--- src/common/rv_isa_pkg.sv ---
`default_nettype none

package rv_isa_pkg;

  // Datapath and register file sizes
  localparam int xlen = 32;
  localparam int reg_index_width = 5;

  // Word data memory, addressed by word
  localparam int dmem_depth = 256;
  localparam int dmem_addr_width = 8;

  // Major opcodes of the supported subset
  localparam logic [6:0] opcode_op = 7'b0110011;
  localparam logic [6:0] opcode_op_imm = 7'b0010011;
  localparam logic [6:0] opcode_load = 7'b0000011;
  localparam logic [6:0] opcode_store = 7'b0100011;

  // ADD and SUB share funct3 and differ in funct7
  localparam logic [2:0] funct3_add_sub = 3'b000;
  localparam logic [2:0] funct3_and = 3'b111;
  localparam logic [2:0] funct3_or = 3'b110;
  localparam logic [6:0] funct7_base = 7'b0000000;
  localparam logic [6:0] funct7_sub = 7'b0100000;

  // R format: register to register operations
  typedef struct packed {
    logic [6:0] funct7;
    logic [reg_index_width-1:0] rs2;
    logic [reg_index_width-1:0] rs1;
    logic [2:0] funct3;
    logic [reg_index_width-1:0] rd;
    logic [6:0] opcode;
  } r_fields_t;

  // I format: ADDI and LW, 12-bit signed immediate
  typedef struct packed {
    logic [11:0] imm;
    logic [reg_index_width-1:0] rs1;
    logic [2:0] funct3;
    logic [reg_index_width-1:0] rd;
    logic [6:0] opcode;
  } i_fields_t;

  // S format: the store offset is split around rs2 and rs1
  typedef struct packed {
    logic [6:0] imm_hi;
    logic [reg_index_width-1:0] rs2;
    logic [reg_index_width-1:0] rs1;
    logic [2:0] funct3;
    logic [4:0] imm_lo;
    logic [6:0] opcode;
  } s_fields_t;

  // One instruction word, three ways to read it
  typedef union packed {
    r_fields_t r;
    i_fields_t i;
    s_fields_t s;
  } instr_u;

endpackage

`default_nettype wire

--- src/common/pipe_pkg.sv ---
`default_nettype none

package pipe_pkg;

  // Encoding width of the ALU operation
  localparam int alu_op_width = 2;

  // Operations the ALU can perform
  typedef enum logic [alu_op_width-1:0] {
    alu_add = 2'd0,
    alu_sub = 2'd1,
    alu_and = 2'd2,
    alu_or = 2'd3
  } alu_op_e;

  // Decode to execute record
  typedef struct packed {
    logic valid;
    alu_op_e alu_op;
    logic [rv_isa_pkg::xlen-1:0] operand_a;
    // Register value or sign-extended immediate
    logic [rv_isa_pkg::xlen-1:0] operand_b;
    // rs2 value, only meaningful for stores
    logic [rv_isa_pkg::xlen-1:0] store_data;
    logic [rv_isa_pkg::reg_index_width-1:0] rd;
    logic reg_write;
    logic mem_to_reg;
    logic mem_write;
  } id_ex_t;

  // Execute to memory record
  typedef struct packed {
    logic valid;
    // Also the effective address for loads and stores
    logic [rv_isa_pkg::xlen-1:0] alu_result;
    logic [rv_isa_pkg::xlen-1:0] store_data;
    logic [rv_isa_pkg::reg_index_width-1:0] rd;
    logic reg_write;
    logic mem_to_reg;
    logic mem_write;
  } ex_mem_t;

  // Memory to write-back record, also the top output
  typedef struct packed {
    logic valid;
    logic [rv_isa_pkg::reg_index_width-1:0] rd;
    logic [rv_isa_pkg::xlen-1:0] data;
  } mem_wb_t;

endpackage

`default_nettype wire

--- src/execute/alu.sv ---
`default_nettype none
`timescale 1ns/1ns

module alu (
  input  pipe_pkg::alu_op_e alu_op,
  input  logic [rv_isa_pkg::xlen-1:0] operand_a,
  input  logic [rv_isa_pkg::xlen-1:0] operand_b,
  output logic [rv_isa_pkg::xlen-1:0] result
);

  // Adder and subtractor results, picked below
  logic [rv_isa_pkg::xlen-1:0] sum;
  logic [rv_isa_pkg::xlen-1:0] difference;

  // Two's complement, carries out are dropped
  assign sum = operand_a + operand_b;
  assign difference = operand_a - operand_b;

  always_comb
  begin
    case (alu_op)
      pipe_pkg::alu_add:
      begin
        // ADD, ADDI and address generation
        result = sum;
      end
      pipe_pkg::alu_sub:
      begin
        result = difference;
      end
      pipe_pkg::alu_and:
      begin
        // Bitwise
        result = operand_a & operand_b;
      end
      pipe_pkg::alu_or:
      begin
        result = operand_a | operand_b;
      end
      default:
      begin
        result = sum;
      end
    endcase
  end

endmodule

`default_nettype wire

--- config.mk ---
export PLATFORM = sky130hd
export DESIGN_NAME = alu
export DESIGN_NICKNAME = d
export VERILOG_FILES = /design/src/common/rv_isa_pkg.sv /design/src/common/pipe_pkg.sv /design/src/execute/alu.sv
export SDC_FILE = /design/constraint.sdc
export NUM_CORES = 1
export LEC_CHECK = 0
export ABC_AREA = 1
export BUFFER_PORTS_ARGS = -buffer_cell sky130_fd_sc_hd__buf_2
export CORE_MARGIN = 2
export CORE_UTILIZATION = 28
export DETAILED_ROUTE_END_ITERATION = 8
export GPL_ROUTABILITY_DRIVEN = 0
export SLEW_MARGIN = 20
export SYNTH_ARGS = -nofsm -noshare
export SYNTH_HDL_FRONTEND = slang
export SYNTH_SLANG_ARGS = --single-unit
--- constraint.sdc ---
create_clock -name vclk -period 4.5
set_input_delay 0.9 -clock vclk [all_inputs]
set_output_delay 0.9 -clock vclk [all_outputs]
set_load 0.03 [all_outputs]
==> run_results.csv <==
group,metric,value,unit
yosys,synth.yosys.warnings,0,
sta,tightest_slew,0.565,ns
sta,slew_violations,0,
worst_setup_path,cp.arrival,3.49,ns
drt,drc,0,
drt,ant_nets,0,
cells_and_area,num-fill-cells,1523,
global_routing,grt_pass1_wl,24000,µm
drt,dr.pass1.iters,6,
global_routing,grt_max_degree,26,
die,start_util,0.289,
yosys,yosysTopAreaCellShare,0.228,
cells_and_area,diodes,0,
cells_and_area,layout-drive-gt1-share,0.308,
power_and_ir_drop,vdd_drop_max,98.6,µV
placed_design,detailedPlace.worstSlack,-0.0630,ns
power_and_ir_drop,powerDensity,176,mW/mm²
min_path,hold_class,"in2out",
die,die_y,124,µm
drt,wirelength,16000,µm
sta,max_slew_margin,0.620,
yosys,synth.distinct_cells,41,
outcome,status,"completed",
cells_and_area,nets,1033,
yosys,synth_fp_nets,906,
cells_and_area,syn_to_final_growth,38.3,%
drt,num_vias,5463,
yosys,yosysSeqAreaShare,0,
yosys,synth_area_leaders,"nand2_1 23%, inv_1 11%, ha_1 11%, nor2_1 10%, nand3_1 8.4%",
sta,fin_crit_sh,0.975,
yosys,synth_top_family_by_area,"simple AND/OR/NAND/NOR gates",
yosys,synth_area,0.00404,mm²
sta,finalSetupTns,0,ns
placed_design,port-buffer-count,98,
global_routing,grt_pass1_vias,4846,
yosys,synthTopCellsByCount,"246 x nand2_1, 121 x inv_1, 108 x nor2_1",
drt,drtIter0Drc,423,
die,core-area,0.0140,mm²
power_and_ir_drop,total_power,0.982,mW
yosys,syn_area_per_cell,5.02,µm²
drt,via_per_inst,4.92,
job,maxCapViolCount,0,
yosys,synthSimpleGateAreaFrac,0.536,
die,dieArea,0.0154,mm²
yosys,synthAdderAreaFrac,0.110,
worst_setup_path,required,3.60,ns
yosys,yosysMostFrequentCell,"nand2_1",
yosys,muxShareOfSynthArea,0,
cells_and_area,nFlopsAndLatches,0,
worst_setup_path,crit_fanout,4,
sta,worst_slack,0.114,ns
power_and_ir_drop,leakagePower,2.98,nW
placed_design,dpl.hpwl,13400,µm
drt,wl_per_cell,14.4,µm
sta,finalSetupViolations,0,
worst_setup_path,critPathKind,"in2out",
die,die_width,124,µm
sta,min_period,4.39,ns
die,num_rows,43,
sta,hold_violations,0,
yosys,synth_compound_area_frac,0.149,
global_routing,antenna_found_initial,0,
cells_and_area,regArea,0,µm²
yosys,synth_xor_area_frac,0.0650,
sta,fmax,228,MHz
global_routing,grt_use_total,0.197,
worst_setup_path,start_kind,"primary input",
die,ios,98,
yosys,yosysTopAreaCell,"nand2_1",
sta,rsz0062_at_grt,"yes",
global_routing,gr-total-overflow,0,
yosys,syn-instance-count,805,
worst_setup_path,critPathCaptureType,"primary output",
cells_and_area,nClkBuffers,0,
stage by stage:
stage | std cells | util | cell area (µm²) | hold slack [ns]
floorplan | 805 | - | 4040 | 2.08
global placement | 1106 | 0.355 | 4960 | 2.22
detailed placement | 1106 | 0.355 | 4960 | 2.22
CTS | 1106 | 0.355 | 4970 | 2.22
global route | 1110 | 0.399 | 5590 | 2.23
finish | 1110 | 0.399 | 5590 | 2.21
logic make-up (layout without fill, tap and decap cells):
group                    count (synthesis)  after routing
XOR/XNOR                                30             30
AO/OA/AOI/OAI                          100            100
buffers and inverters                  149            274
AND/OR/NAND/NOR                        491            491
adder cells (fa/ha/maj)                 35             35
what timing repair did:
action                                  4_1_cts  5_1_grt
hold buffers                                  0        0
buffers inserted                              0        4
gates resized for setup                       3      139
hold endpoints to repair                      0        0
pin swaps                                     0       26
endpoints found under the setup margin        4       23
layout by cell type (no fill, tap or decap), types with 15 or more instances in the layout:
| cell type | count |
|---|---|
| ha_4 | 17 |
| o21ai_0 | 25 |
| inv_2 | 17 |
| buf_4 | 40 |
| nand3_1 | 66 |
| buf_2 | 88 |
| nand2_1 | 225 |
| a31oi_1 | 18 |
| a21oi_2 | 15 |
| nor2_2 | 20 |
| xor2_1 | 19 |
| a21oi_1 | 19 |
| nand2_2 | 30 |
| inv_1 | 118 |
| nor2_1 | 92 |
worst max-delay path, cell delays in order:
cell      delay [ns]
buf_2           0.11
inv_2           0.07
ha_4            0.15
nand3_4         0.10
nor2_4          0.12
nand2_4         0.09
nor2_4          0.09
a31oi_1         0.09
xor2_1          0.37
ha_4            0.30
nand2_1         0.08
nand2_1         0.06
nand2_1         0.06
nand2_1         0.09
nand2_1         0.07
nand2_1         0.08
nand2_1         0.07
nand2_1         0.07
a21oi_1         0.14
nand2_1         0.07
nand3_1         0.07
nand2_1         0.05
clkbuf_4        0.18
final timing paths:
| path | slack, ns | to | depth (start not counted) | start |
|---|---|---|---|---|
| setup / recovery | 0.11 | result[31] | 23 | operand_b[1] |
| hold / removal | 2.21 | result[25] | 4 | operand_a[25] |
per-layer routing:
layer | vias up | global-route usage | share of wire
met2 | 181 | 0.324 | 0.46
met5 | - | 0 | 0
li1 | 2806 | - | -
met3 | 28 | 0.00733 | 0.061
met4 | 0 | 0.0379 | 0.023
met1 | 2448 | 0.285 | 0.46
where the power goes:
| group | leakage, nW | switching (mW) | internal (mW) | total (mW) |
|---|---|---|---|---|
| clock network | 0 | 0 | 0 | 0 |
| logic | 2.98 | 0.624 | 0.358 | 0.982 |
| registers | 0 | 0 | 0 | 0 |
final cells by class:
| type | instances | area, µm² | share of cell area |
|---|---|---|---|
| well taps | 180 | 225 | 0.0403 |
| repair buffers | 136 | 812 | 0.145 |
| inverters | 138 | 523 | 0.0936 |
| multi-input cells | 656 | 4030 | 0.721 |
No activity file was read; power rests on OpenSTA's default activity.
