===== config.mk =====
export PLATFORM = sky130hd
export DESIGN_NAME = register_file
export DESIGN_NICKNAME = d
export VERILOG_FILES = /design/src/common/rv_isa_pkg.sv /design/src/register_file.sv
export SDC_FILE = /design/constraint.sdc
export NUM_CORES = 2
export LEC_CHECK = 0
export BUFFER_PORTS_ARGS = -buffer_cell sky130_fd_sc_hd__buf_2
export CAP_MARGIN = 20
export CORE_ASPECT_RATIO = 1.4
export CORE_MARGIN = 5
export CORE_UTILIZATION = 40
export CTS_CLUSTER_SIZE = 12
export DETAILED_ROUTE_END_ITERATION = 6
export REMOVE_ABC_BUFFERS = 1
export SYNTH_ARGS = -nofsm -noshare
export SYNTH_HDL_FRONTEND = slang
export SYNTH_SLANG_ARGS = --single-unit

===== constraint.sdc =====
create_clock -name clk -period 2.22 [get_ports clk]
set_input_delay 0.333 -clock clk [delete_from_list [all_inputs] [get_ports clk]]
set_output_delay 0.333 -clock clk [all_outputs]
set_load 0.02 [all_outputs]

===== src/common/rv_isa_pkg.sv =====
`default_nettype none

package rv_isa_pkg;

  // Datapath and register file sizes
  localparam int xlen = 32;
  localparam int reg_index_width = 5;

  // Word data memory, addressed by word
  localparam int dmem_depth = 256;
  localparam int dmem_addr_width = 8;

  // Major opcodes of the supported subset
  localparam logic [6:0] opcode_op = 7'b0110011;
  localparam logic [6:0] opcode_op_imm = 7'b0010011;
  localparam logic [6:0] opcode_load = 7'b0000011;
  localparam logic [6:0] opcode_store = 7'b0100011;

  // ADD and SUB share funct3 and differ in funct7
  localparam logic [2:0] funct3_add_sub = 3'b000;
  localparam logic [2:0] funct3_and = 3'b111;
  localparam logic [2:0] funct3_or = 3'b110;
  localparam logic [6:0] funct7_base = 7'b0000000;
  localparam logic [6:0] funct7_sub = 7'b0100000;

  // R format: register to register operations
  typedef struct packed {
    logic [6:0] funct7;
    logic [reg_index_width-1:0] rs2;
    logic [reg_index_width-1:0] rs1;
    logic [2:0] funct3;
    logic [reg_index_width-1:0] rd;
    logic [6:0] opcode;
  } r_fields_t;

  // I format: ADDI and LW, 12-bit signed immediate
  typedef struct packed {
    logic [11:0] imm;
    logic [reg_index_width-1:0] rs1;
    logic [2:0] funct3;
    logic [reg_index_width-1:0] rd;
    logic [6:0] opcode;
  } i_fields_t;

  // S format: the store offset is split around rs2 and rs1
  typedef struct packed {
    logic [6:0] imm_hi;
    logic [reg_index_width-1:0] rs2;
    logic [reg_index_width-1:0] rs1;
    logic [2:0] funct3;
    logic [4:0] imm_lo;
    logic [6:0] opcode;
  } s_fields_t;

  // One instruction word, three ways to read it
  typedef union packed {
    r_fields_t r;
    i_fields_t i;
    s_fields_t s;
  } instr_u;

endpackage

`default_nettype wire


===== src/register_file.sv =====
`default_nettype none
`timescale 1ns/1ns

module register_file (
  input  logic clk,
  input  logic reset,
  input  logic [rv_isa_pkg::reg_index_width-1:0] rs1_addr,
  input  logic [rv_isa_pkg::reg_index_width-1:0] rs2_addr,
  output logic [rv_isa_pkg::xlen-1:0] rs1_data,
  output logic [rv_isa_pkg::xlen-1:0] rs2_data,
  input  logic write_enable,
  input  logic [rv_isa_pkg::reg_index_width-1:0] write_addr,
  input  logic [rv_isa_pkg::xlen-1:0] write_data
);

  // x0 through x31
  logic [rv_isa_pkg::xlen-1:0] regs [2**rv_isa_pkg::reg_index_width];

  // Combinational reads, x0 forced to zero
  assign rs1_data = (rs1_addr == '0) ? '0 : regs[rs1_addr];
  assign rs2_data = (rs2_addr == '0) ? '0 : regs[rs2_addr];

  always_ff @(posedge clk)
  begin
    if (reset)
    begin
      // Whole file starts at zero
      for (int i = 0; i < 2**rv_isa_pkg::reg_index_width; i++)
      begin
        regs[i] <= '0;
      end
    end
    else if (write_enable && (write_addr != '0))
    begin
      // Write-back lands at the edge after wb goes valid
      regs[write_addr] <= write_data;
    end
  end

endmodule

`default_nettype wire

==> run summary <==
===============================================================================
Outcome .......................................................... finished with violations
Failing checks ................................................... negative setup slack
Cell count of the worst hold path ................................            2
Worst Tran Pin Value .............................................     0.640 ns
Worst-case headroom to the max-slew limit ........................        57.3%
Global Route Usage Sum ...........................................        26.0%
Highest cell delay on the worst timing path ......................      0.58 ns
Total number of H-tree levels ....................................            3
Worst path bufs/invs .............................................            2
Share of flip-flops with an asynchronous set or reset ............           0%
Netlist area before placement ....................................  54,200 um^2
Remaining DRCs ...................................................            0
Critical path startpoint category ................................         flop
Share of the yosys chip area belonging to registers ..............        56.7%
Hold path startpoint ............................................. write_data[7]
Largest registers ranked by flip-flop count ......................   regs x1024
Average cell area after synthesis ................................    15.5 um^2
Vias in the first global route ...................................       36,230
Clk root buf ..................................................... sky130_fd_sc_hd__clkbuf_16
Congestion Overflow GR ...........................................            0
Worst min path class .............................................       in2reg
Number of buffers between clock root and the deepest sink ........            3
Number of nets with antenna violations after routing .............            0
Data required time at the worst endpoint .........................      1.89 ns
Number of flops mapped to enable cells by yosys ..................        1,024
First DRT Iteration DRCs .........................................        3,615
Final period demand of the worst path ............................      3.01 ns
Wire length of the first global-routing pass .....................   265,000 um
Per-cell via count in the routed design ..........................         6.06
Vert. Die Dim ....................................................       446 um
Final setup margin ...............................................    -0.792 ns
Chain of cells forming the critical path ......................... mux4_2 > mux4_2 > o22ai_2 > buf_6 > nor3_4 > buf_6
Clock tree from TritonCTS ........................................         done
Cell family with most CP delay ................................... multiplexers
RSZ-0062 raised after global routing .............................         true
Type of the worst setup path .....................................      reg2out
Setup slack at placement .........................................     -1.18 ns
Hold Vio Cnt, Final ..............................................            0
Final setup violation count ......................................           64
Per-cell routed wire length ......................................      33.0 um
Number of nets at the end of the flow ............................        3,938
Global placement routability congestion ..........................        0.872
Setup TNS ........................................................    -40.41 ns
Starting utilization of the core area ............................        40.1%
Worst voltage drop across the vdd grid ...........................     0.506 mV
Core outline area ................................................ 135,000 um^2
Largest net degree at the start of global routing ................           33
Die area ......................................................... 143,000 um^2
Unique masters post-synth ........................................           42
Final period util ................................................         136%
Fraction of layout instances using a drive strength above 1 ......        38.6%
Area Overhead vs Synth ...........................................        22.5%
CTS buffer count .................................................          100
Synth Warn # .....................................................            0
Number of sinks driven by the clock tree .........................        1,024
Total of hold buffers inserted after clock tree synthesis ........            0
Worst Path Max Fanout ............................................            2
HPWL Detailed ....................................................   127,000 um
Worst setup EP type ..............................................  output port
Number of instances in the synthesized netlist ...................        3,502
Register ranked first by flip-flop count .........................         regs
Total of flip-flops plus latches after synthesis .................        1,024
Antenna violations before repair .................................           14
Pleak ............................................................      23.3 nW
Standard-cell row count ..........................................          160
Top FF cell, synth ............................................... sky130_fd_sc_hd__edfxtp_1
Cell type of the slowest stage on the worst timing path .......... sky130_fd_sc_hd__mux4_2
Total of fill cells in the finished design .......................       11,399
Final slew viol count ............................................            0
Number of flip-flops under the largest register name .............        1,024
Max frequency ....................................................      332 MHz
IO Pins ..........................................................          114
CTS clk-pin slew, worst paths ....................................      0.06 ns
Max cap viols ....................................................            0
Power density cells ..............................................  695 nW/um^2
Hold Crit Endpoint ............................................... regs[29][7]$_SDFFCE_PN0P_
Die boundary width ...............................................       321 um
Routed Wire Length ...............................................   189,000 um
Data arrival time of the critical path ...........................      2.68 ns
Vias .............................................................       34,660
Detailed-routing iteration count for the pre-antenna-repair pass .            5
Quantity of I/O buffers inserted on ports ........................          113
===============================================================================
==> worst max-delay path by stage <==
stage,from,end,depth (start not counted)
floorplan,rs1_addr[4],rs1_data[13],3
global placement,rs2_addr[0],rs2_data[8],9
detailed placement,rs2_addr[0],rs2_data[8],9
CTS,regs[31][3]$_SDFFCE_PN0P_,rs1_data[3],6
global route,regs[31][3]$_SDFFCE_PN0P_,rs1_data[3],6
finish,regs[31][3]$_SDFFCE_PN0P_,rs1_data[3],6
==> cell usage in the layout, fill, tap and decap left out, types with 6 or more instances in the layout <==
cell and instances:
sky130_fd_sc_hd__edfxtp_1 1024, sky130_fd_sc_hd__and2_1 994, sky130_fd_sc_hd__mux4_2 472, sky130_fd_sc_hd__buf_4 418
sky130_fd_sc_hd__mux2i_1 146, sky130_fd_sc_hd__buf_12 120, sky130_fd_sc_hd__clkbuf_16 103, sky130_fd_sc_hd__o22ai_1 78
sky130_fd_sc_hd__a2111oi_4 49, sky130_fd_sc_hd__buf_6 48, sky130_fd_sc_hd__buf_2 46, sky130_fd_sc_hd__or2_2 33
sky130_fd_sc_hd__nor2_4 32, sky130_fd_sc_hd__nor3_4 32, sky130_fd_sc_hd__conb_1 32, sky130_fd_sc_hd__mux2_2 30
sky130_fd_sc_hd__a22o_1 28, sky130_fd_sc_hd__clkbuf_1 24, sky130_fd_sc_hd__a22o_4 21, sky130_fd_sc_hd__nor3_2 19
sky130_fd_sc_hd__o22ai_4 16, sky130_fd_sc_hd__a22oi_1 16, sky130_fd_sc_hd__diode_2 10, sky130_fd_sc_hd__a21oi_1 10
sky130_fd_sc_hd__nor2b_1 9, sky130_fd_sc_hd__o22ai_2 9, sky130_fd_sc_hd__clkinv_1 9, sky130_fd_sc_hd__nand2_1 7
sky130_fd_sc_hd__a2111oi_2 6, sky130_fd_sc_hd__clkinv_2 6
==> power breakdown <==
| part | total, W | internal, W | leakage [nW] | switching, W |
|---|---|---|---|---|
| logic | 0.00751 | 0.00352 | 12.2 | 0.00399 |
| registers | 0.0229 | 0.0223 | 9.75 | 0.000570 |
| clock network | 0.0157 | 0.00855 | 1.37 | 0.00717 |
| total | 0.0461 | 0.0344 | 23.3 | 0.0117 |
==> cells by family after synthesis <==
family	count (synthesis)	synth area share, %
compound gates	259	3.65
buf+inv	389	3.31
flops	1024	56.7
mux	652	23.0
other cells	1	0.00691
simple gates	1177	13.3
==> synth_stat cells (all sizes together) (12+ instances only) <==
cell type,number,area (um^2)
edfxtp,1024,30700
and2,995,6220
mux4,472,10600
clkbuf,272,1020
mux2i,150,1500
buf,115,768
o22ai,103,644
a2111oi,55,533
nor3,54,270
a22o,51,447
nor2,36,135
or2,33,206
mux2,30,338
a22oi,16,120
nor2b,14,87.6
a21oi,12,60.1
==> what timing repair did <==
item | 4_1_cts | 5_1_grt
gates resized for setup | 392 | 39
pin swaps | 124 | 13
setup endpoints to repair | 64 | 64
buffers inserted | 7 | 8
gates cloned | 1 | 0
==> area by class of cell <==
class	count	area [um^2]	share of cell area (%)
diodes	10	25.0	0.0377
clock buffers	127	2670	4.02
clock inverters	18	133	0.200
inverters	2	7.51	0.0113
multi-input cells	2120	24100	36.3
flip-flops and latches	1024	30700	46.3
well taps	1782	2230	3.36
repair buffers	640	6490	9.78
==> through the flow <==
step / instance area, um^2 / power [W] / std cells / hold WS (ns) / util [%]
final: 66400 / 0.0461 / 5723 / 0.273 / 49.1
after global routing: 66400 / 0.0474 / 5715 / 0.287 / 49.1
after CTS: 66100 / 0.0461 / 5705 / 0.221 / 48.8
after detailed placement: 61200 / 0.0299 / 5568 / 0.993 / 45.2
after global placement: 61200 / 0.0298 / 5568 / 0.980 / 45.2
after floorplan: 52600 / 0.0260 / 3146 / 0.445 / -
==> routing by layer <==
layer | routed length (um) | vias to the layer above | global-route usage [%] | part of all wire, %
met3 | 13400 | 460 | 4.20 | 7.1
met1 | 67500 | 18133 | 30.7 | 36
met4 | 9200 | 10 | 11.7 | 4.9
met5 | 69 | - | 0 | 0.037
li1 | - | 14333 | - | -
met2 | 98800 | 1724 | 46.7 | 52
(Power assumes the default switching activity.)
