## src/common/rv_isa_pkg.sv

```systemverilog
`default_nettype none

package rv_isa_pkg;

  // Datapath and register file sizes
  localparam int xlen = 32;
  localparam int reg_index_width = 5;

  // Word data memory, addressed by word
  localparam int dmem_depth = 256;
  localparam int dmem_addr_width = 8;

  // Major opcodes of the supported subset
  localparam logic [6:0] opcode_op = 7'b0110011;
  localparam logic [6:0] opcode_op_imm = 7'b0010011;
  localparam logic [6:0] opcode_load = 7'b0000011;
  localparam logic [6:0] opcode_store = 7'b0100011;

  // ADD and SUB share funct3 and differ in funct7
  localparam logic [2:0] funct3_add_sub = 3'b000;
  localparam logic [2:0] funct3_and = 3'b111;
  localparam logic [2:0] funct3_or = 3'b110;
  localparam logic [6:0] funct7_base = 7'b0000000;
  localparam logic [6:0] funct7_sub = 7'b0100000;

  // R format: register to register operations
  typedef struct packed {
    logic [6:0] funct7;
    logic [reg_index_width-1:0] rs2;
    logic [reg_index_width-1:0] rs1;
    logic [2:0] funct3;
    logic [reg_index_width-1:0] rd;
    logic [6:0] opcode;
  } r_fields_t;

  // I format: ADDI and LW, 12-bit signed immediate
  typedef struct packed {
    logic [11:0] imm;
    logic [reg_index_width-1:0] rs1;
    logic [2:0] funct3;
    logic [reg_index_width-1:0] rd;
    logic [6:0] opcode;
  } i_fields_t;

  // S format: the store offset is split around rs2 and rs1
  typedef struct packed {
    logic [6:0] imm_hi;
    logic [reg_index_width-1:0] rs2;
    logic [reg_index_width-1:0] rs1;
    logic [2:0] funct3;
    logic [4:0] imm_lo;
    logic [6:0] opcode;
  } s_fields_t;

  // One instruction word, three ways to read it
  typedef union packed {
    r_fields_t r;
    i_fields_t i;
    s_fields_t s;
  } instr_u;

endpackage

`default_nettype wire

```

## src/common/pipe_pkg.sv

```systemverilog
`default_nettype none

package pipe_pkg;

  // Encoding width of the ALU operation
  localparam int alu_op_width = 2;

  // Operations the ALU can perform
  typedef enum logic [alu_op_width-1:0] {
    alu_add = 2'd0,
    alu_sub = 2'd1,
    alu_and = 2'd2,
    alu_or = 2'd3
  } alu_op_e;

  // Decode to execute record
  typedef struct packed {
    logic valid;
    alu_op_e alu_op;
    logic [rv_isa_pkg::xlen-1:0] operand_a;
    // Register value or sign-extended immediate
    logic [rv_isa_pkg::xlen-1:0] operand_b;
    // rs2 value, only meaningful for stores
    logic [rv_isa_pkg::xlen-1:0] store_data;
    logic [rv_isa_pkg::reg_index_width-1:0] rd;
    logic reg_write;
    logic mem_to_reg;
    logic mem_write;
  } id_ex_t;

  // Execute to memory record
  typedef struct packed {
    logic valid;
    // Also the effective address for loads and stores
    logic [rv_isa_pkg::xlen-1:0] alu_result;
    logic [rv_isa_pkg::xlen-1:0] store_data;
    logic [rv_isa_pkg::reg_index_width-1:0] rd;
    logic reg_write;
    logic mem_to_reg;
    logic mem_write;
  } ex_mem_t;

  // Memory to write-back record, also the top output
  typedef struct packed {
    logic valid;
    logic [rv_isa_pkg::reg_index_width-1:0] rd;
    logic [rv_isa_pkg::xlen-1:0] data;
  } mem_wb_t;

endpackage

`default_nettype wire

```

## src/execute/ex_mem_register.sv

```systemverilog
`default_nettype none
`timescale 1ns/1ns

module ex_mem_register (
  input  logic clk,
  input  logic reset,
  input  pipe_pkg::id_ex_t id_ex,
  input  logic [rv_isa_pkg::xlen-1:0] alu_result,
  output pipe_pkg::ex_mem_t ex_mem
);

  always_ff @(posedge clk)
  begin
    if (reset)
    begin
      ex_mem.valid <= 1'b0;
      ex_mem.reg_write <= 1'b0;
      ex_mem.mem_to_reg <= 1'b0;
      ex_mem.mem_write <= 1'b0;
    end
    else if (id_ex.valid)
    begin
      // Capture result together with its controls
      ex_mem.valid <= 1'b1;
      ex_mem.alu_result <= alu_result;
      ex_mem.store_data <= id_ex.store_data;
      ex_mem.rd <= id_ex.rd;
      ex_mem.reg_write <= id_ex.reg_write;
      ex_mem.mem_to_reg <= id_ex.mem_to_reg;
      ex_mem.mem_write <= id_ex.mem_write;
    end
    else
    begin
      // Bubble, payload keeps its old value
      ex_mem.valid <= 1'b0;
    end
  end

endmodule

`default_nettype wire

```

## config.mk

```make
export PLATFORM = sky130hd
export DESIGN_NAME = ex_mem_register
export DESIGN_NICKNAME = d
export VERILOG_FILES = /design/src/common/rv_isa_pkg.sv /design/src/common/pipe_pkg.sv /design/src/execute/ex_mem_register.sv
export SDC_FILE = /design/constraint.sdc
export NUM_CORES = 1
export LEC_CHECK = 0
export ABC_AREA = 1
export BUFFER_PORTS_ARGS = -buffer_cell sky130_fd_sc_hd__buf_2
export CORE_AREA = 2 2 82 84
export DETAILED_ROUTE_END_ITERATION = 6
export DIE_AREA = 0 0 84 86
export GPL_TIMING_DRIVEN = 0
export HOLD_SLACK_MARGIN = 0.06
export MAX_ROUTING_LAYER = met4
export PLACE_DENSITY = 0.77
export SLEW_MARGIN = 25
export SYNTH_ARGS = -nofsm -noshare
export SYNTH_HDL_FRONTEND = slang
export SYNTH_SLANG_ARGS = --single-unit
```

## constraint.sdc

```tcl
create_clock -name clk -period 5.28 [get_ports clk]
set_clock_uncertainty 0.2 [all_clocks]
set_input_delay 0.264 -clock clk [delete_from_list [all_inputs] [get_ports clk]]
set_output_delay 0.264 -clock clk [all_outputs]
set_load 0.01 [all_outputs]
```

==> impl_metrics.yaml, run 1 <==
critical_path:
  r2r_end: "ex_mem[1]"
  crit_type: "input pin to flop"
  startpoint: "id_ex[2]"
  rr_worst_depth: 3
  end_kind: "flop"
  path_common_cell: "dlygate4sd3_1"
  arrival_ns: 2.28
  worstSetupEndpoint: "ex_mem[2]"
  cpPeakStageDelay_ns: 0.57
  path_cells: "dlygate4sd3_1, buf_2, inv_1, nand2_1, dlygate4sd3_1, nand2_1, nor2_1, dlygate4sd3_1"
  rrSetupSlack_ns: 3.92
  slowest_stage: "dlygate4sd3_1"
  rr_startpoint: "ex_mem[1]"
  cp.required_ns: 5.31
  cp-start-kind: "input pin"
  path_max_fanout: 1
route:
  wl_per_cell_um: 15.6
  routed_wl_um: 6450
  drt_iter0_markers: 94
  drc: 0
  dr.pass1.iters: 6
  viasPerCell: 4.36
  vias: 1800
  antenna_left: 0
run:
  maxCapViolations: 0
layout:
  drive_above_1_share: 0.491
  insertedDiodeCount: 0
  fin_nets: 472
  finalInstanceArea_sq_um: 4140
  largestRegisters: "ex_mem x73"
  largest_reg_flops: 73
  synthToLayoutAreaGrowth_pct: 86.4
  largest_register: "ex_mem"
grt:
  grt_pass1_wl_um: 9890
  met3_usage: 0.0616
  antenna_found_initial: 0
  met1_usage: 0.224
  grt_start_max_net_pins: 29
  grtUsageMet2: 0.311
  gr-max-usage-layer: "met2"
  grt.overflow.total: 0
  grt_pass1_vias: 2032
  grt.total_usage: 0.191
run_status:
  run_status: "finished clean"
timing:
  period_share: 0.426
  slew_headroom: 0.484
  hold_viol: 0
  rsz0062_at_grt: "false"
  worstMarginPinSlew_ns: 0.772
  setup_viol: 0
  max_freq_ghz: 0.444
  fin_tns_setup_ns: 0
  finalMaxSlewViolations: 0
  period_minus_slack_ns: 2.25
  fin_ws_ns: 3.03
clocking:
  clk_pin_slew_worst_paths_ns: 0.08
  cts_tree: "built"
  cts_resized: 0
  cts_buffers: 9
  clk_path_buf_depth: 2
  root_buffer: "clkbuf_8"
  clock_latency_ns: 0.34
  cts.sinks: 73
  htreeDepth: 3
synthesis:
  ys_warn_count: 0
  synthTopCellsByCount: "edfxtp_1, nor2_1, nand2_1"
  syn_area_sq_um: 2220
  seq_area_frac_synth: 0.968
  yosysMostFrequentCell: "edfxtp_1"
  synth_top_cell_by_area: "edfxtp_1"
  synthCells: 92
  synth-seq-cells: 73
  ys_types: 5
  synth.avg_cell_area_sq_um: 24.2
  synth_edf_count: 69
  synth_flop_cell: "edfxtp_1"
  syn-num-nets: 233
  synthArstFlopShare: 0
  synth.top_cell.area_share: 0.932
  netlist_top_cells_area: "edfxtp_1, dfxtp_1, nor2_1, nand2_1, inv_1"
power:
  p_int_mw: 1.08
  power_frac_comb: 0.113
  swShare: 0.209
  switching_power_mw: 0.285
  p_per_area_nw_per_um2: 329
  p_clk_frac: 0.384
  seqPwrFrac: 0.503
  p_leak_nw: 1.79
  max-vdd-ir-drop_uv: 207
placement:
  postPlaceCellArea_sq_um: 3110
  port_buffers: 147
  hpwl_um: 3820
  preCtsSetupSlack_ns: 3.37
  routabilityCongestion: 0.718
floorplanning:
  core-area_sq_um: 6280
  fp.dieArea_sq_um: 7220
  die_h_um: 86
  die_width_um: 84
  start_util: 0.354
  io_pins: 214
  num_rows: 29
min_path:
  min_path_type: "input pin to flop"
  hold_depth: 3
## timing repair
item | 4_1_cts | 5_1_grt
hold buffers | 79 | 0
endpoints found under the hold margin | 73 | 0
setup buffers | 0 | 0
## layout by cell type (no fill, tap or decap)
master and n:
clkinv_4 1, buf_12 1, clkbuf_1 1, dlygate4sd3_1 79, nor2_1 7, clkinvlp_4 1, inv_1 5, buf_2 147
bufinv_16 3, edfxtp_1 69, buf_16 1, clkbuf_8 9, inv_6 1, dfxtp_1 4, nand2_1 6, nor2_4 1
## cell type report
cell class                 count  area, sq um
inverter                       5         18.8
clock buffer                  10          128
sequential                    73         2150
clock inverter                 6          115
timing repair buffer         228         1570
fill                         438         2130
tap                           77         96.3
multi-input combinational     14         60.1
## power by group through the flow
stage                     Clock, mW  Combinational [mW]  Sequential (mW)
after floorplan                   0              0.0106            0.722
after global placement            0              0.0971            0.700
after detailed placement          0               0.105            0.698
after CTS                     0.535               0.151            0.685
after global routing          0.559               0.165            0.690
final                         0.524               0.154            0.686
## metal layers
layer	share of wire	wire length, um	vias to the layer above
li1	-	-	824
met1	0.41	2630	845
met3	0.084	541	10
met2	0.50	3200	121
met4	0.012	76	0
met5	0	0	-
## how the worst min path moves through the flow
stage                             start         end  slack, ns
after floorplan                   reset  ex_mem[72]       0.14
after global placement        id_ex[26]  ex_mem[26]       0.24
after detailed placement  alu_result[6]  ex_mem[46]       0.24
after CTS                    id_ex[106]  ex_mem[72]       0.07
after global routing         id_ex[106]  ex_mem[72]       0.08
final                        id_ex[106]  ex_mem[72]       0.09
## metrics by stage
step	std cells	hold WS [ns]	total power [mW]	utilization
floorplan	92	0.136	0.733	-
global placement	316	0.240	0.797	0.487
detailed placement	318	0.242	0.803	0.496
CTS	413	0.0693	1.37	0.660
global route	413	0.0771	1.41	0.660
finish	413	0.0865	1.36	0.660
## kinds of logic (layout without fill, tap and decap cells)
kind of cell | after synthesis | count (layout) | share of synthesized area
DFF | 73 | 73 | 0.968
buffers and inverters | 5 | 249 | 0.00844
and+or+nand+nor | 14 | 14 | 0.0236
## critical path: cells and delay by family
| kind | cells | cell delay (ns) |
|---|---|---|
| simple gates | 3 | 0.15 |
| buf+inv | 5 | 1.86 |
No activity file was read; power rests on OpenSTA's default activity.
==> run 2, diff against run 1 <==
Settings changed: CORE_AREA 2 2 82 84 to unset, CORE_UTILIZATION set to 32, DIE_AREA 0 0 84 86 to unset, PLACE_DENSITY 0.77 to 0.74.
Clock period 5.28 ns to 2.05 ns, I/O delays scaled along.
==> impl_metrics.yaml, run 2 (synthesized netlist as in run 1, its figures left out) <==
run_status:
  run_status: "finished clean"
floorplanning:
  io_pins: 214
  core-area_sq_um: 6760
  num_rows: 30
  start_util: 0.329
  die_h_um: 85.4
  fp.dieArea_sq_um: 7290
  die_width_um: 85.4
layout:
  final_cell_mix: "buf_2, dlygate4sd3_1, edfxtp_1, clkbuf_8, nor2_1"
  final_cells: 417
  layout_commonest_cell: "buf_2"
  largest_register: "ex_mem"
  finalInstanceArea_sq_um: 4150
  fin_nets: 473
  postLayoutCoreUtil: 0.614
  synthToLayoutAreaGrowth_pct: 86.6
  largestRegisters: "ex_mem x73"
  insertedDiodeCount: 0
  drive_above_1_share: 0.493
  largest_reg_flops: 73
timing:
  rsz0062_at_grt: "false"
  slew_headroom: 0.707
  holdWs_ns: 0.256
  period_share: 0.997
  fin_ws_ns: 0.00609
  setup_viol: 0
  fin_tns_setup_ns: 0
  finalMaxSlewViolations: 0
  max_freq_ghz: 0.489
  hold_viol: 0
  period_minus_slack_ns: 2.04
  worstMarginPinSlew_ns: 0.438
placement:
  placedCellCount: 322
  hpwl_um: 3610
  routabilityCongestion: 0.715
  postPlaceCellArea_sq_um: 3140
  preCtsSetupSlack_ns: 0.427
  port_buffers: 147
power:
  power.total_mw: 3.40
  p_leak_nw: 1.79
  p_per_area_nw_per_um2: 820
  max-vdd-ir-drop_uv: 561
clocking:
  clock_latency_ns: 0.34
  root_buffer: "clkbuf_8"
  cts_tree: "built"
  cts_buffers: 9
  htreeDepth: 3
  clk_path_buf_depth: 2
  cts_resized: 0
  cts.sinks: 73
  postCtsSetupRepairBufs: 0
  clk_pin_slew_worst_paths_ns: 0.08
grt:
  grt.overflow.total: 0
  antenna_found_initial: 0
  grt.total_usage: 0.196
  grt_start_max_net_pins: 25
  grt_pass1_vias: 1936
  grt_pass1_wl_um: 9800
critical_path:
  cpPeakStageDelay_ns: 0.55
  path_common_cell: "dlygate4sd3_1"
  worstSetupEndpoint: "ex_mem[2]"
  arrival_ns: 2.08
  cp.required_ns: 2.08
  cp-start-kind: "input pin"
  rr_worst_depth: 3
  rrSetupSlack_ns: 0.67
  end_kind: "flop"
  path_max_fanout: 7
  path_cells: "dlygate4sd3_1, buf_2, nand2_1, dlygate4sd3_1, nand2_1, nor2_1, dlygate4sd3_1"
  rr_startpoint: "ex_mem[2]"
  slowest_stage: "dlygate4sd3_1"
  startpoint: "id_ex[106]"
  r2r_end: "ex_mem[2]"
  crit_type: "input pin to flop"
min_path:
  min_path_type: "input pin to flop"
  hp-start: "id_ex[9]"
route:
  viasPerCell: 4.21
  drt_iter0_markers: 59
  drc: 0
  dr.pass1.iters: 4
  routed_wl_um: 6410
  antenna_left: 0
  wl_per_cell_um: 15.4
  vias: 1755
run:
  maxCapViolations: 0
## run 2: cell types whose count changed in the layout (fill, tap and decap cells not counted), sizes merged
| cell | delta |
|---|---|
| buf | +1 |
| bufinv | -1 |
| clkinv | +1 |
| clkinvlp | +1 |
| inv | -1 |
## run 2: repair_timing
item	4_1_cts	5_1_grt
hold endpoints to repair	82	1
endpoints found under the setup margin	0	2
hold buffers	80	1
## run 2: how the worst min path moves through the flow
stage / cells after the start / to / slack, ns
finish: 2 / ex_mem[9] / 0.26
global route: 2 / ex_mem[30] / 0.24
CTS: 3 / ex_mem[62] / 0.09
detailed placement: 1 / ex_mem[49] / 0.08
global placement: 1 / ex_mem[23] / 0.08
floorplan: 1 / ex_mem[72] / -0.03
## run 2: worst max-delay path, delay by kind of cell
family / cells / cell delay (ns)
buffers and inverters: 4 / 1.80
AND/OR/NAND/NOR: 3 / 0.17
## run 2: cell type report
type                    count  area [sq um]
clock buffers              10           128
fillers                   484          2610
inverters                   5          18.8
repair buffers            229          1600
well taps                  80           100
flip-flops and latches     73          2150
multi-input cells          14          60.1
clock inverters             6          92.6
## run 2: where the power goes
part / switching, mW / internal (mW)
clock: 0.544 / 0.689
combinational: 0.171 / 0.227
sequential: 0.0296 / 1.74
total: 0.745 / 2.66
## run 2: metal layers
| layer | routed length [um] | track usage |
|---|---|---|
| met3 | 510 | 0.0739 |
| met4 | 155 | 0.0894 |
| met1 | 2540 | 0.220 |
| met2 | 3200 | 0.313 |
| met5 | 0 | - |
==> run 3, diff against run 2 <==
Settings changed: CORE_MARGIN set to 4.
==> impl_metrics.yaml, run 3 (synthesized netlist as in run 1, its figures left out) <==
layout:
  multi_input_area_sq_um: 60.1
  insertedDiodeCount: 0
  layout_commonest_cell: "buf_2"
  seq_area_sq_um: 2150
  synthToLayoutAreaGrowth_pct: 85.5
  largest_reg_flops: 73
  largest_register: "ex_mem"
  fill_cells: 498
  drive_above_1_share: 0.492
  final_cell_mix: "buf_2, dlygate4sd3_1, edfxtp_1, clkbuf_8, nor2_1"
  fin_nets: 470
  final_cells: 413
  largestRegisters: "ex_mem x73"
grt:
  grt_start_max_net_pins: 26
  grt_pass1_wl_um: 10400
  grt.overflow.total: 0
  grt_pass1_vias: 2052
  grt.total_usage: 0.170
  antenna_found_initial: 0
route:
  dr.pass1.iters: 4
  wl_per_cell_um: 16.1
  viasPerCell: 4.30
  vias: 1775
  antenna_left: 0
  drt_iter0_markers: 63
  routed_wl_um: 6660
  drc: 0
floorplanning:
  start_util: 0.329
  num_rows: 30
  die_width_um: 91.4
  core-area_sq_um: 6760
  fp.dieArea_sq_um: 8350
  die_h_um: 91.4
  io_pins: 214
power:
  power.total_mw: 3.45
  p_per_area_nw_per_um2: 838
  p_leak_nw: 1.79
  max-vdd-ir-drop_uv: 470
clocking:
  clk_path_buf_depth: 2
  htreeDepth: 3
  cts_tree: "built"
  clk_pin_slew_worst_paths_ns: 0.08
  cts.sinks: 73
  root_buffer: "clkbuf_8"
  cts_buffers: 9
  cts_resized: 0
  clock_latency_ns: 0.32
min_path:
  min_path_type: "input pin to flop"
  hold_depth: 3
  hp-start: "id_ex[106]"
  whs_endpoint: "ex_mem[51]"
critical_path:
  arrival_ns: 1.71
  crit_type: "input pin to flop"
  rrSetupSlack_ns: 0.68
  path_max_fanout: 25
  rr_worst_depth: 3
  cp-start-kind: "input pin"
  end_kind: "flop"
  rr_startpoint: "ex_mem[0]"
  cp.required_ns: 1.88
  r2r_end: "ex_mem[0]"
run_status:
  run_status: "finished clean"
placement:
  placedCellCount: 321
  preCtsSetupSlack_ns: 0.358
  port_buffers: 147
  routabilityCongestion: 0.689
timing:
  period_share: 0.920
  slew_headroom: 0.482
  period_minus_slack_ns: 1.89
  finalMaxSlewViolations: 0
  worstMarginPinSlew_ns: 0.775
  setup_viol: 0
  fin_ws_ns: 0.164
  hold_viol: 0
  max_freq_ghz: 0.530
  rsz0062_at_grt: "false"
run:
  maxCapViolations: 0
[run 3: cell count changes in the layout (fill, tap and decap cells not counted), sizes merged]
cell,change
clkinvlp,-2
buf,-1
dlygate4sd3,-2
clkbuf,-1
clkinv,+1
bufinv,+1
[run 3: timing repair]
action                                  in CTS  in global routing
endpoints found under the setup margin       0                  3
hold buffers                                80                  0
buffers inserted                             0                  0
endpoints found under the hold margin       95                  0
[run 3: worst max-delay path, stage by stage]
cell and delay [ns]:
dlygate4sd3_1 0.56, buf_2 0.16, nor2_4 0.62, buf_16 0.25
[run 3: metal layers]
metal / routed length (um) / global-route usage / up-vias
met2: 3380 / 0.281 / 125
met1: 2520 / 0.187 / 822
met5: 0 / - / -
met3: 702 / 0.0688 / 10
met4: 58 / 0.0590 / 0
li1: - / - / 818
[run 3: stage by stage]
stage | area [sq um] | hold WS, ns | utilization | TNS [ns]
floorplan | 2230 | -0.0251 | - | 0
global placement | 3070 | 0.0783 | 0.454 | -18.18
detailed placement | 3120 | 0.0806 | 0.462 | 0
CTS | 4150 | 0.154 | 0.615 | 0
global route | 4120 | 0.200 | 0.610 | 0
finish | 4120 | 0.221 | 0.610 | 0
[run 3: layout make-up]
class,instances,share of cell area
Timing Repair Buffer,226,0.379
Multi-Input combinational cell,14,0.0146
Clock inverter,6,0.0261
Sequential cell,73,0.522
Clock buffer,9,0.0300
Tap cell,80,0.0243
Inverter,5,0.00455
[run 3: how the worst max path moves through the flow]
stage / start / to / slack, ns / cells past startpoint
after floorplan: id_ex[106] / ex_mem[10] / 0.26 / 2
after global placement: id_ex[106] / ex_mem[19] / -0.26 / 3
after detailed placement: id_ex[106] / ex_mem[19] / 0.36 / 4
after CTS: id_ex[1] / ex_mem[1] / 0.09 / 8
after global routing: reset / ex_mem[29] / 0.12 / 4
final: reset / ex_mem[29] / 0.16 / 4
[run 3: power by group]
part / total, mW / switching, mW / leakage (nW) / internal (mW)
clock: 1.29 / 0.493 / 0.117 / 0.798
combinational: 0.396 / 0.174 / 0.993 / 0.222
sequential: 1.77 / 0.0274 / 0.681 / 1.74
