$ cat src/common/rv_isa_pkg.sv
`default_nettype none

package rv_isa_pkg;

  // Datapath and register file sizes
  localparam int xlen = 32;
  localparam int reg_index_width = 5;

  // Word data memory, addressed by word
  localparam int dmem_depth = 256;
  localparam int dmem_addr_width = 8;

  // Major opcodes of the supported subset
  localparam logic [6:0] opcode_op = 7'b0110011;
  localparam logic [6:0] opcode_op_imm = 7'b0010011;
  localparam logic [6:0] opcode_load = 7'b0000011;
  localparam logic [6:0] opcode_store = 7'b0100011;

  // ADD and SUB share funct3 and differ in funct7
  localparam logic [2:0] funct3_add_sub = 3'b000;
  localparam logic [2:0] funct3_and = 3'b111;
  localparam logic [2:0] funct3_or = 3'b110;
  localparam logic [6:0] funct7_base = 7'b0000000;
  localparam logic [6:0] funct7_sub = 7'b0100000;

  // R format: register to register operations
  typedef struct packed {
    logic [6:0] funct7;
    logic [reg_index_width-1:0] rs2;
    logic [reg_index_width-1:0] rs1;
    logic [2:0] funct3;
    logic [reg_index_width-1:0] rd;
    logic [6:0] opcode;
  } r_fields_t;

  // I format: ADDI and LW, 12-bit signed immediate
  typedef struct packed {
    logic [11:0] imm;
    logic [reg_index_width-1:0] rs1;
    logic [2:0] funct3;
    logic [reg_index_width-1:0] rd;
    logic [6:0] opcode;
  } i_fields_t;

  // S format: the store offset is split around rs2 and rs1
  typedef struct packed {
    logic [6:0] imm_hi;
    logic [reg_index_width-1:0] rs2;
    logic [reg_index_width-1:0] rs1;
    logic [2:0] funct3;
    logic [4:0] imm_lo;
    logic [6:0] opcode;
  } s_fields_t;

  // One instruction word, three ways to read it
  typedef union packed {
    r_fields_t r;
    i_fields_t i;
    s_fields_t s;
  } instr_u;

endpackage

`default_nettype wire

$ cat src/common/pipe_pkg.sv
`default_nettype none

package pipe_pkg;

  // Encoding width of the ALU operation
  localparam int alu_op_width = 2;

  // Operations the ALU can perform
  typedef enum logic [alu_op_width-1:0] {
    alu_add = 2'd0,
    alu_sub = 2'd1,
    alu_and = 2'd2,
    alu_or = 2'd3
  } alu_op_e;

  // Decode to execute record
  typedef struct packed {
    logic valid;
    alu_op_e alu_op;
    logic [rv_isa_pkg::xlen-1:0] operand_a;
    // Register value or sign-extended immediate
    logic [rv_isa_pkg::xlen-1:0] operand_b;
    // rs2 value, only meaningful for stores
    logic [rv_isa_pkg::xlen-1:0] store_data;
    logic [rv_isa_pkg::reg_index_width-1:0] rd;
    logic reg_write;
    logic mem_to_reg;
    logic mem_write;
  } id_ex_t;

  // Execute to memory record
  typedef struct packed {
    logic valid;
    // Also the effective address for loads and stores
    logic [rv_isa_pkg::xlen-1:0] alu_result;
    logic [rv_isa_pkg::xlen-1:0] store_data;
    logic [rv_isa_pkg::reg_index_width-1:0] rd;
    logic reg_write;
    logic mem_to_reg;
    logic mem_write;
  } ex_mem_t;

  // Memory to write-back record, also the top output
  typedef struct packed {
    logic valid;
    logic [rv_isa_pkg::reg_index_width-1:0] rd;
    logic [rv_isa_pkg::xlen-1:0] data;
  } mem_wb_t;

endpackage

`default_nettype wire

$ cat src/decode_stage.sv
`default_nettype none
`timescale 1ns/1ns

module decode_stage (
  input  logic clk,
  input  logic reset,
  input  logic instr_valid,
  input  rv_isa_pkg::instr_u instr,
  output logic [rv_isa_pkg::reg_index_width-1:0] rs1_addr,
  output logic [rv_isa_pkg::reg_index_width-1:0] rs2_addr,
  input  logic [rv_isa_pkg::xlen-1:0] rs1_data,
  input  logic [rv_isa_pkg::xlen-1:0] rs2_data,
  output pipe_pkg::id_ex_t id_ex
);

  // Decoded controls of the word on the input
  logic known;
  logic use_imm;
  logic reg_write;
  logic mem_to_reg;
  logic mem_write;
  pipe_pkg::alu_op_e alu_op;
  logic [11:0] imm12;
  logic [rv_isa_pkg::xlen-1:0] imm_ext;

  // rs1 and rs2 sit at the same bits in every format
  assign rs1_addr = instr.r.rs1;
  assign rs2_addr = instr.r.rs2;

  always_comb
  begin
    known = 1'b0;
    use_imm = 1'b0;
    reg_write = 1'b0;
    mem_to_reg = 1'b0;
    mem_write = 1'b0;
    alu_op = pipe_pkg::alu_add;
    imm12 = instr.i.imm;
    case (instr.r.opcode)
      rv_isa_pkg::opcode_op:
      begin
        known = 1'b1;
        reg_write = (instr.r.rd != '0);
        // funct7 and funct3 together select the operation
        case ({instr.r.funct7, instr.r.funct3})
          {rv_isa_pkg::funct7_base, rv_isa_pkg::funct3_add_sub}: alu_op = pipe_pkg::alu_add;
          {rv_isa_pkg::funct7_sub, rv_isa_pkg::funct3_add_sub}: alu_op = pipe_pkg::alu_sub;
          {rv_isa_pkg::funct7_base, rv_isa_pkg::funct3_and}: alu_op = pipe_pkg::alu_and;
          {rv_isa_pkg::funct7_base, rv_isa_pkg::funct3_or}: alu_op = pipe_pkg::alu_or;
          // Unsupported R-type becomes a bubble
          default: known = 1'b0;
        endcase
      end
      rv_isa_pkg::opcode_op_imm:
      begin
        known = 1'b1;
        use_imm = 1'b1;
        reg_write = (instr.i.rd != '0);
      end
      rv_isa_pkg::opcode_load:
      begin
        // Address is rs1 plus the I offset
        known = 1'b1;
        use_imm = 1'b1;
        reg_write = (instr.i.rd != '0);
        mem_to_reg = 1'b1;
      end
      rv_isa_pkg::opcode_store:
      begin
        known = 1'b1;
        use_imm = 1'b1;
        mem_write = 1'b1;
        imm12 = {instr.s.imm_hi, instr.s.imm_lo};
      end
      default: known = 1'b0;
    endcase
  end

  // Sign extension of the 12-bit immediate
  assign imm_ext = {{(rv_isa_pkg::xlen - 12){imm12[11]}}, imm12};

  always_ff @(posedge clk)
  begin
    if (reset)
    begin
      id_ex.valid <= 1'b0;
      id_ex.reg_write <= 1'b0;
      id_ex.mem_to_reg <= 1'b0;
      id_ex.mem_write <= 1'b0;
    end
    else if (instr_valid)
    begin
      // Unknown opcode leaves valid low
      id_ex.valid <= known;
      id_ex.alu_op <= alu_op;
      id_ex.operand_a <= rs1_data;
      id_ex.operand_b <= use_imm ? imm_ext : rs2_data;
      id_ex.store_data <= rs2_data;
      id_ex.rd <= instr.r.rd;
      id_ex.reg_write <= reg_write;
      id_ex.mem_to_reg <= mem_to_reg;
      id_ex.mem_write <= mem_write;
    end
    else
    begin
      id_ex.valid <= 1'b0;
    end
  end

endmodule

`default_nettype wire

$ cat config.mk
export PLATFORM = sky130hd
export DESIGN_NAME = decode_stage
export DESIGN_NICKNAME = d
export VERILOG_FILES = /design/src/common/rv_isa_pkg.sv /design/src/common/pipe_pkg.sv /design/src/decode_stage.sv
export SDC_FILE = /design/constraint.sdc
export NUM_CORES = 1
export LEC_CHECK = 0
export ABC_CLOCK_PERIOD_IN_PS = 14000
export BUFFER_PORTS_ARGS = -buffer_cell sky130_fd_sc_hd__buf_2
export CAP_MARGIN = 30
export CORE_MARGIN = 5
export CORE_UTILIZATION = 48
export CTS_CLUSTER_SIZE = 28
export DETAILED_ROUTE_END_ITERATION = 16
export GPL_TIMING_DRIVEN = 0
export PLACE_DENSITY = 0.87
export RECOVER_POWER = 50
export SLEW_MARGIN = 30
export SYNTH_ARGS = -nofsm -noshare
export SYNTH_HDL_FRONTEND = slang
export SYNTH_SLANG_ARGS = --single-unit
$ cat constraint.sdc
create_clock -name clk -period 14 [get_ports clk]
set_input_delay 2.1 -clock clk [delete_from_list [all_inputs] [get_ports clk]]
set_output_delay 2.1 -clock clk [all_outputs]
set_load 0.01 [all_outputs]
==> impl_metrics.py, run 1 <==
metrics = {
    "run_status": {
        "run_status": "finished with violations",
        "violations": "capacitance limit, slew limit",
    },
    "cells_and_area": {
        "post_route_cells_drive_above_1_share": 0.4064,
        "nNetsFinal": 533,
        "top_register": "id_ex",
        "area_delta_synth_final_pct": 34.70,
        "n_antenna_cell": 0,
        "post_layout_nonfiller_instances": 543,
        "number_of_flip_flops_under_the_largest_register_name": 107,
        "reg.largest.list": "id_ex (107)",
    },
    "placement": {
        "io_buffer_count": 209,
        "post-place-cells": 528,
        "half_perimeter_wire_length_after_detailed_placement_um": 7561,
        "routabilityCongestion": 0.8242,
        "dp_slack_ns": 9.446,
    },
    "timing": {
        "grt_setup_unrepaired": "no",
        "finalWorstSetupSlack_ns": 9.444,
        "finalSetupTns_ns": 0,
        "finalHoldViolCount": 0,
        "final_period_minus_worst_setup_slack_ns": 4.556,
        "slew_viol_final": 21,
        "setup_viol_count_final": 0,
        "slew-limit-headroom": -0.3250,
        "clock-skew-final_ns": 0,
        "fmax_mhz": 219.5,
        "period_share": 0.3254,
        "worst-slew-pin-transition_ns": 1.983,
    },
    "floorplanning": {
        "floorplan.die.height_um": 100.5,
        "floorplan.initialDensity": 0.4856,
        "fp.coreArea_mm2": 0.008093,
        "floorplan.die.width_um": 100.5,
        "die_area_mm2": 0.01010,
        "io_pins": 216,
        "placement_rows": 33,
    },
    "yosys": {
        "synth_top_area_share": 0.7870,
        "synth.lib_cells_used.distinct": 37,
        "leading_post_synthesis_cells_by_cell_area": "sky130_fd_sc_hd__edfxtp_1 (79%), sky130_fd_sc_hd__a21o_1 (4.0%), sky130_fd_sc_hd__buf_4 (2.5%)",
        "synth-warning-count": 0,
        "avg_cell_area_syn_um2": 18.71,
        "syn_nets": 309,
        "ys_ff_latch": 107,
        "synth_top_area_cell": "sky130_fd_sc_hd__edfxtp_1",
        "synth_cells": 210,
        "syn_area_mm2": 0.003930,
        "sequential_share_of_the_synthesized_area": 0.8074,
    },
    "clock_tree": {
        "cts_htree_levels": 3,
        "cts-resized-gates": 0,
        "cts_buffers": 9,
        "post_cts_hold_buffer_count": 0,
        "cts_setup_buffers": 0,
        "path_clk_slew_ns": 0.10,
        "clock_tree.root_cell": "sky130_fd_sc_hd__clkbuf_8",
        "tritoncts_clock_tree": "done",
        "clk_path_buf_depth": 2,
        "cts_num_sinks": 107,
        "clock_latency_on_the_worst_skew_pair_ns": 0.36,
    },
    "grt": {
        "antenna_found_initial": 0,
        "gr-total-overflow": 0,
        "grt_pass1_vias": 2667,
        "groute.usage.overall": 0.1844,
        "grt_start_max_net_pins": 27,
        "global_route_wire_length_before_repair_um": 14100,
    },
    "worst_hold_path": {
        "timing.hold.worst.class": "reg -> reg",
        "hold_path_startpoint": "id_ex[0]$_SDFFE_PP0P_",
        "worst_hold_path.endpoint": "id_ex[0]$_SDFFE_PP0P_",
        "holdPathStages": 2,
    },
    "route": {
        "drt-initial-drc-count": 97,
        "drt_pre_antenna_iters": 4,
        "drt-vias-per-instance": 5.046,
        "finalWirelength_um": 9609,
        "postRouteAntennaNets": 0,
        "post_drt_wl_per_cell_um": 17.70,
        "routed-via-count": 2740,
        "remaining_drc_errors": 0,
    },
    "critical_path": {
        "critical_r2r_launch": "id_ex[2]$_SDFFE_PP0P_",
        "timing.critical_path.to_type": "output port",
        "critical_path.reg2reg.endpoint": "id_ex[2]$_SDFFE_PP0P_",
        "worstSetupStartpointType": "primary input",
        "worst_r2r_path_depth": 2,
        "data_arrival_time_of_the_worst_path_ns": 2.46,
        "worst-r2r-setup-slack_ns": 13.40,
        "worst_ep_required_time_ns": 11.90,
        "timing.critical_path.fanout_max": 2,
        "path_class": "in -> out",
    },
    "flow_run": {
        "drv_cap": 1,
    },
    "power": {
        "worst_ir_drop_vdd_v": 0.00006348,
        "p_leak_nw": 2.167,
        "power-per-cell-area_mw_per_mm2": 120.3,
    },
}
==> metrics by stage <==
stage,cell area [µm²],power (mW),hold WS [ns],util
2_1_floorplan,3930,0.4175,0.4830,-
3_3_place_gp,5107,0.4561,0.4520,0.6311
3_5_place_dp,5225,0.4612,0.4694,0.6456
4_1_cts,5423,0.6447,0.4865,0.6701
5_1_grt,5294,0.6626,0.5127,0.6541
6_report,5294,0.6369,0.4847,0.6541
==> power by group <==
part | total, mW | leakage [nW] | switching [mW] | internal, mW
sequential | 0.379 | 0.997 | 0.00508 | 0.374
clock | 0.188 | 0.0938 | 0.104 | 0.0839
combinational | 0.0702 | 1.08 | 0.0393 | 0.0309
total | 0.637 | 2.17 | 0.148 | 0.489
==> worst max-delay path by stage <==
| stage | startpoint | to | slack (ns) | cells past startpoint |
|---|---|---|---|---|
| after floorplan | reset | id_ex[106]$_SDFF_PN0_ | 6.65 | 3 |
| after global routing | instr_valid | id_ex[96]$_DFFE_PP_ | 9.40 | 5 |
| after CTS | instr[20] | rs2_addr[0] | 9.44 | 3 |
| after detailed placement | instr[24] | rs2_addr[4] | 9.45 | 3 |
| after global placement | instr_valid | id_ex[106]$_SDFF_PN0_ | 5.17 | 4 |
| final | instr[24] | rs2_addr[4] | 9.44 | 3 |
==> layout by cell type (no fill, tap or decap), drive strengths merged <==
master / n
dfxtp: 4
bufinv: 1
clkbuf: 80
and3b: 2
clkinv: 1
o41ai: 5
nand4b: 1
mux2: 6
a221o: 5
o211ai: 1
and4: 1
nand3: 2
or4: 1
o32ai: 1
nor3: 2
nand3b: 1
nor2: 4
a21o: 21
nor3b: 1
buf: 159
a31oi: 1
or2: 1
clkinvlp: 2
inv: 7
and3: 5
nor2b: 2
nand4: 2
edfxtp: 103
nor4: 2
nand2b: 4
a21oi: 3
nand2: 7
==> worst max-delay path: stages <==
cell and delay [ns]:
sky130_fd_sc_hd__buf_2 0.11, sky130_fd_sc_hd__buf_4 0.12, sky130_fd_sc_hd__buf_2 0.13
==> kinds of logic (layout without fill, tap and decap cells) <==
family          Yosys count  count (layout)  share of synthesized area
compound gates           37              37                    0.07354
buf+inv                  22             250                    0.03597
flops                   107             107                     0.8074
mux                       6               6                    0.01719
simple gates             38              38                    0.06591
==> final cells by class <==
| class | count | area [µm²] |
|---|---|---|
| clock inverters | 6 | 73.82 |
| multi-input cells | 81 | 588.1 |
| plain buffers | 17 | 112.6 |
| clock buffers | 9 | 123.9 |
| fillers | 624 | 2799 |
| repair buffers | 213 | 1072 |
| inverters | 5 | 18.77 |
| well taps | 105 | 131.4 |
| flip-flops and latches | 107 | 3173 |
==> cell usage after synthesis <==
cell                       instances
sky130_fd_sc_hd__edfxtp_1        103
sky130_fd_sc_hd__nand4b_1          1
sky130_fd_sc_hd__nor2b_1           2
sky130_fd_sc_hd__buf_4            13
sky130_fd_sc_hd__and4_1            1
sky130_fd_sc_hd__nand2_1           5
sky130_fd_sc_hd__nor4_2            1
sky130_fd_sc_hd__a21o_1           21
sky130_fd_sc_hd__and3_1            5
sky130_fd_sc_hd__o41ai_1           5
sky130_fd_sc_hd__dfxtp_1           4
sky130_fd_sc_hd__and3b_1           1
sky130_fd_sc_hd__a221o_1           5
sky130_fd_sc_hd__nor2_1            3
sky130_fd_sc_hd__a31oi_1           1
sky130_fd_sc_hd__nand4_1           2
sky130_fd_sc_hd__inv_1             5
sky130_fd_sc_hd__buf_6             1
sky130_fd_sc_hd__nor4_1            1
sky130_fd_sc_hd__nand2b_1          4
sky130_fd_sc_hd__nand3_4           1
sky130_fd_sc_hd__nand2_4           1
sky130_fd_sc_hd__nor3_1            2
sky130_fd_sc_hd__nand3b_1          1
sky130_fd_sc_hd__nor2_4            1
sky130_fd_sc_hd__buf_2             2
sky130_fd_sc_hd__nand3_1           1
sky130_fd_sc_hd__o211ai_1          1
sky130_fd_sc_hd__mux2_1            6
sky130_fd_sc_hd__nor3b_1           1
sky130_fd_sc_hd__or2_4             1
sky130_fd_sc_hd__or4_1             1
sky130_fd_sc_hd__clkbuf_1          1
sky130_fd_sc_hd__nand2_2           1
sky130_fd_sc_hd__o32ai_1           1
sky130_fd_sc_hd__and3b_2           1
sky130_fd_sc_hd__a21oi_1           3
==> per-layer routing <==
layer / GRT usage / share of wire / vias up
li1: - / - / 1263
met1: 0.2207 / 0.37 / 1300
met2: 0.3242 / 0.50 / 162
met3: 0.05675 / 0.11 / 15
met4: 0.04767 / 0.015 / 0
met5: 0 / 0 / -
Power figures use the tool's default switching activity.
==> inputs of run 2 (changes only) <==
ABC_CLOCK_PERIOD_IN_PS = 3750   (was 14000)
CORE_UTILIZATION = 40   (was 48)
PLACE_DENSITY = 0.78   (was 0.87)
clock period = 3.75 ns   (was 14 ns; I/O delays follow)
==> run 2 against run 1 <==
  * Worst setup slack lost 8.0 ns
  * Worst hold slack got worse by 0.11 ns
  * Combinational power increased to 3.8 times the previous value
  * Wire length is 2.0% lower
  * First-iteration DRC count fell by 27%
  * Via count fell by 2.0%
  * The run still ends with capacitance limit, slew limit left
  * Clock skew stayed put
  * Critical path depth rose by 1
  * Utilization is 10 points lower
  * Final cell count increased by 5.3%
  * Global-route usage shrank 3.0 points
==> impl_metrics.py, run 2 (synthesis gave the netlist of run 1 again) <==
metrics = {
    "cells_and_area": {
        "most_common_cell_after_layout_fill_and_taps_aside": "sky130_fd_sc_hd__buf_2",
        "top_register": "id_ex",
        "number_of_flip_flops_under_the_largest_register_name": 107,
        "area_delta_synth_final_pct": 36.36,
        "commonest_non_fill_non_tap_cells_in_the_layout": "sky130_fd_sc_hd__buf_2 (170), sky130_fd_sc_hd__edfxtp_1 (103), sky130_fd_sc_hd__clkbuf_1 (46)",
        "nNetsFinal": 533,
        "post_route_cells_drive_above_1_share": 0.4647,
        "n_antenna_cell": 0,
        "reg.largest.list": "id_ex (107)",
        "final_util": 0.5534,
    },
    "floorplanning": {
        "floorplan.initialDensity": 0.4058,
        "floorplan.die.height_um": 109.1,
        "io_pins": 216,
        "floorplan.die.width_um": 109.1,
        "fp.coreArea_mm2": 0.009684,
        "die_area_mm2": 0.01191,
        "placement_rows": 36,
    },
    "timing": {
        "finalHoldViolCount": 0,
        "clock-skew-final_ns": 0,
        "grt_setup_unrepaired": "no",
        "fmax_mhz": 428.5,
        "slew_viol_final": 11,
        "hold-worst-slack_ns": 0.3718,
        "setup_viol_count_final": 0,
        "slew-limit-headroom": -0.008790,
        "finalWorstSetupSlack_ns": 1.416,
        "period_share": 0.6223,
        "final_period_minus_worst_setup_slack_ns": 2.334,
        "worst-slew-pin-transition_ns": 1.510,
    },
    "clock_tree": {
        "tritoncts_clock_tree": "done",
        "cts-resized-gates": 0,
        "clock_latency_on_the_worst_skew_pair_ns": 0.36,
        "cts_num_sinks": 107,
        "path_clk_slew_ns": 0.10,
        "cts_htree_levels": 3,
        "post_cts_hold_buffer_count": 0,
        "clk_path_buf_depth": 2,
        "clock_tree.root_cell": "sky130_fd_sc_hd__clkbuf_8",
        "cts_buffers": 9,
        "cts_setup_buffers": 0,
    },
    "route": {
        "drt-vias-per-instance": 4.696,
        "finalWirelength_um": 9413,
        "post_drt_wl_per_cell_um": 16.46,
        "routed-via-count": 2686,
        "postRouteAntennaNets": 0,
        "drt_pre_antenna_iters": 4,
        "drt-initial-drc-count": 71,
        "remaining_drc_errors": 0,
    },
    "placement": {
        "dp_slack_ns": 1.818,
        "io_buffer_count": 209,
        "routabilityCongestion": 0.7458,
        "half_perimeter_wire_length_after_detailed_placement_um": 7253,
    },
    "run_status": {
        "violations": "capacitance limit, slew limit",
        "run_status": "finished with violations",
    },
    "power": {
        "power_mw": 2.366,
        "worst_ir_drop_vdd_v": 0.0002200,
        "p_leak_nw": 2.245,
        "power-per-cell-area_mw_per_mm2": 441.6,
    },
    "grt": {
        "antenna_found_initial": 0,
        "gr-total-overflow": 0,
        "groute.usage.overall": 0.1540,
        "grt_start_max_net_pins": 28,
        "global_route_wire_length_before_repair_um": 13750,
        "grt_pass1_vias": 2767,
    },
    "worst_hold_path": {
        "timing.hold.worst.class": "in -> reg",
    },
    "critical_path": {
        "worst_ep_required_time_ns": 3.82,
        "timing.critical_path.fanout_max": 27,
        "path_class": "in -> reg",
        "worstSetupStartpointType": "primary input",
        "timing.critical_path.to_type": "flop",
        "data_arrival_time_of_the_worst_path_ns": 2.40,
    },
    "flow_run": {
        "drv_cap": 1,
    },
}
## run 2: cell types whose count changed in the layout (fill, tap and decap cells not counted), sizes merged
cell | before | now
buf | 159 | 187
clkinv | 1 | 2
inv | 7 | 5
clkinvlp | 2 | 1
clkbuf | 80 | 55
## run 2: power by group
group	internal [mW]	switching (mW)
clock	0.311	0.378
sequential	1.40	0.0172
combinational	0.121	0.145
## run 2: routing by layer
metal  vias to the layer above  wire (µm)  GRT usage
met5                         -          0          0
met2                       159       4794     0.2741
met3                        13       1145    0.05506
met1                      1245       3338     0.1644
met4                         0        135    0.06492
li1                       1269          -          -
## run 2: stage by stage
stage / TNS, ns / cell area, µm² / std cells
after floorplan: 0 / 3933 / 210
after global placement: -100.77 / 5145 / 552
after detailed placement: 0 / 5260 / 556
after CTS: 0 / 5446 / 572
after global routing: 0 / 5359 / 572
final: 0 / 5359 / 572
## run 2: final timing paths
check,slack (ns),from,endpoint,cells past startpoint
worst min register to register,0.48,id_ex[1]$_SDFFE_PP0P_,id_ex[1]$_SDFFE_PP0P_,2
worst max register to register,3.16,id_ex[0]$_SDFFE_PP0P_,id_ex[0]$_SDFFE_PP0P_,2
worst min-delay path,0.37,rs1_data[28],id_ex[100]$_DFFE_PP_,1
worst max-delay path,1.42,instr_valid,id_ex[61]$_DFFE_PP_,4
## run 2: cell type report
type	count	area, µm²
Tap cell	133	166.4
Buffer	17	112.6
Multi-Input combinational cell	81	594.3
Clock inverter	4	51.30
Clock buffer	12	135.1
Sequential cell	107	3173
Fill cell	813	4325
Timing Repair Buffer	213	1107
Inverter	5	18.77
## run 2: worst max-delay path, cell delays in order
cell and delay (ns):
sky130_fd_sc_hd__clkbuf_1 0.16, sky130_fd_sc_hd__nor2b_1 1.18, sky130_fd_sc_hd__buf_16 0.27, sky130_fd_sc_hd__buf_16 0.20
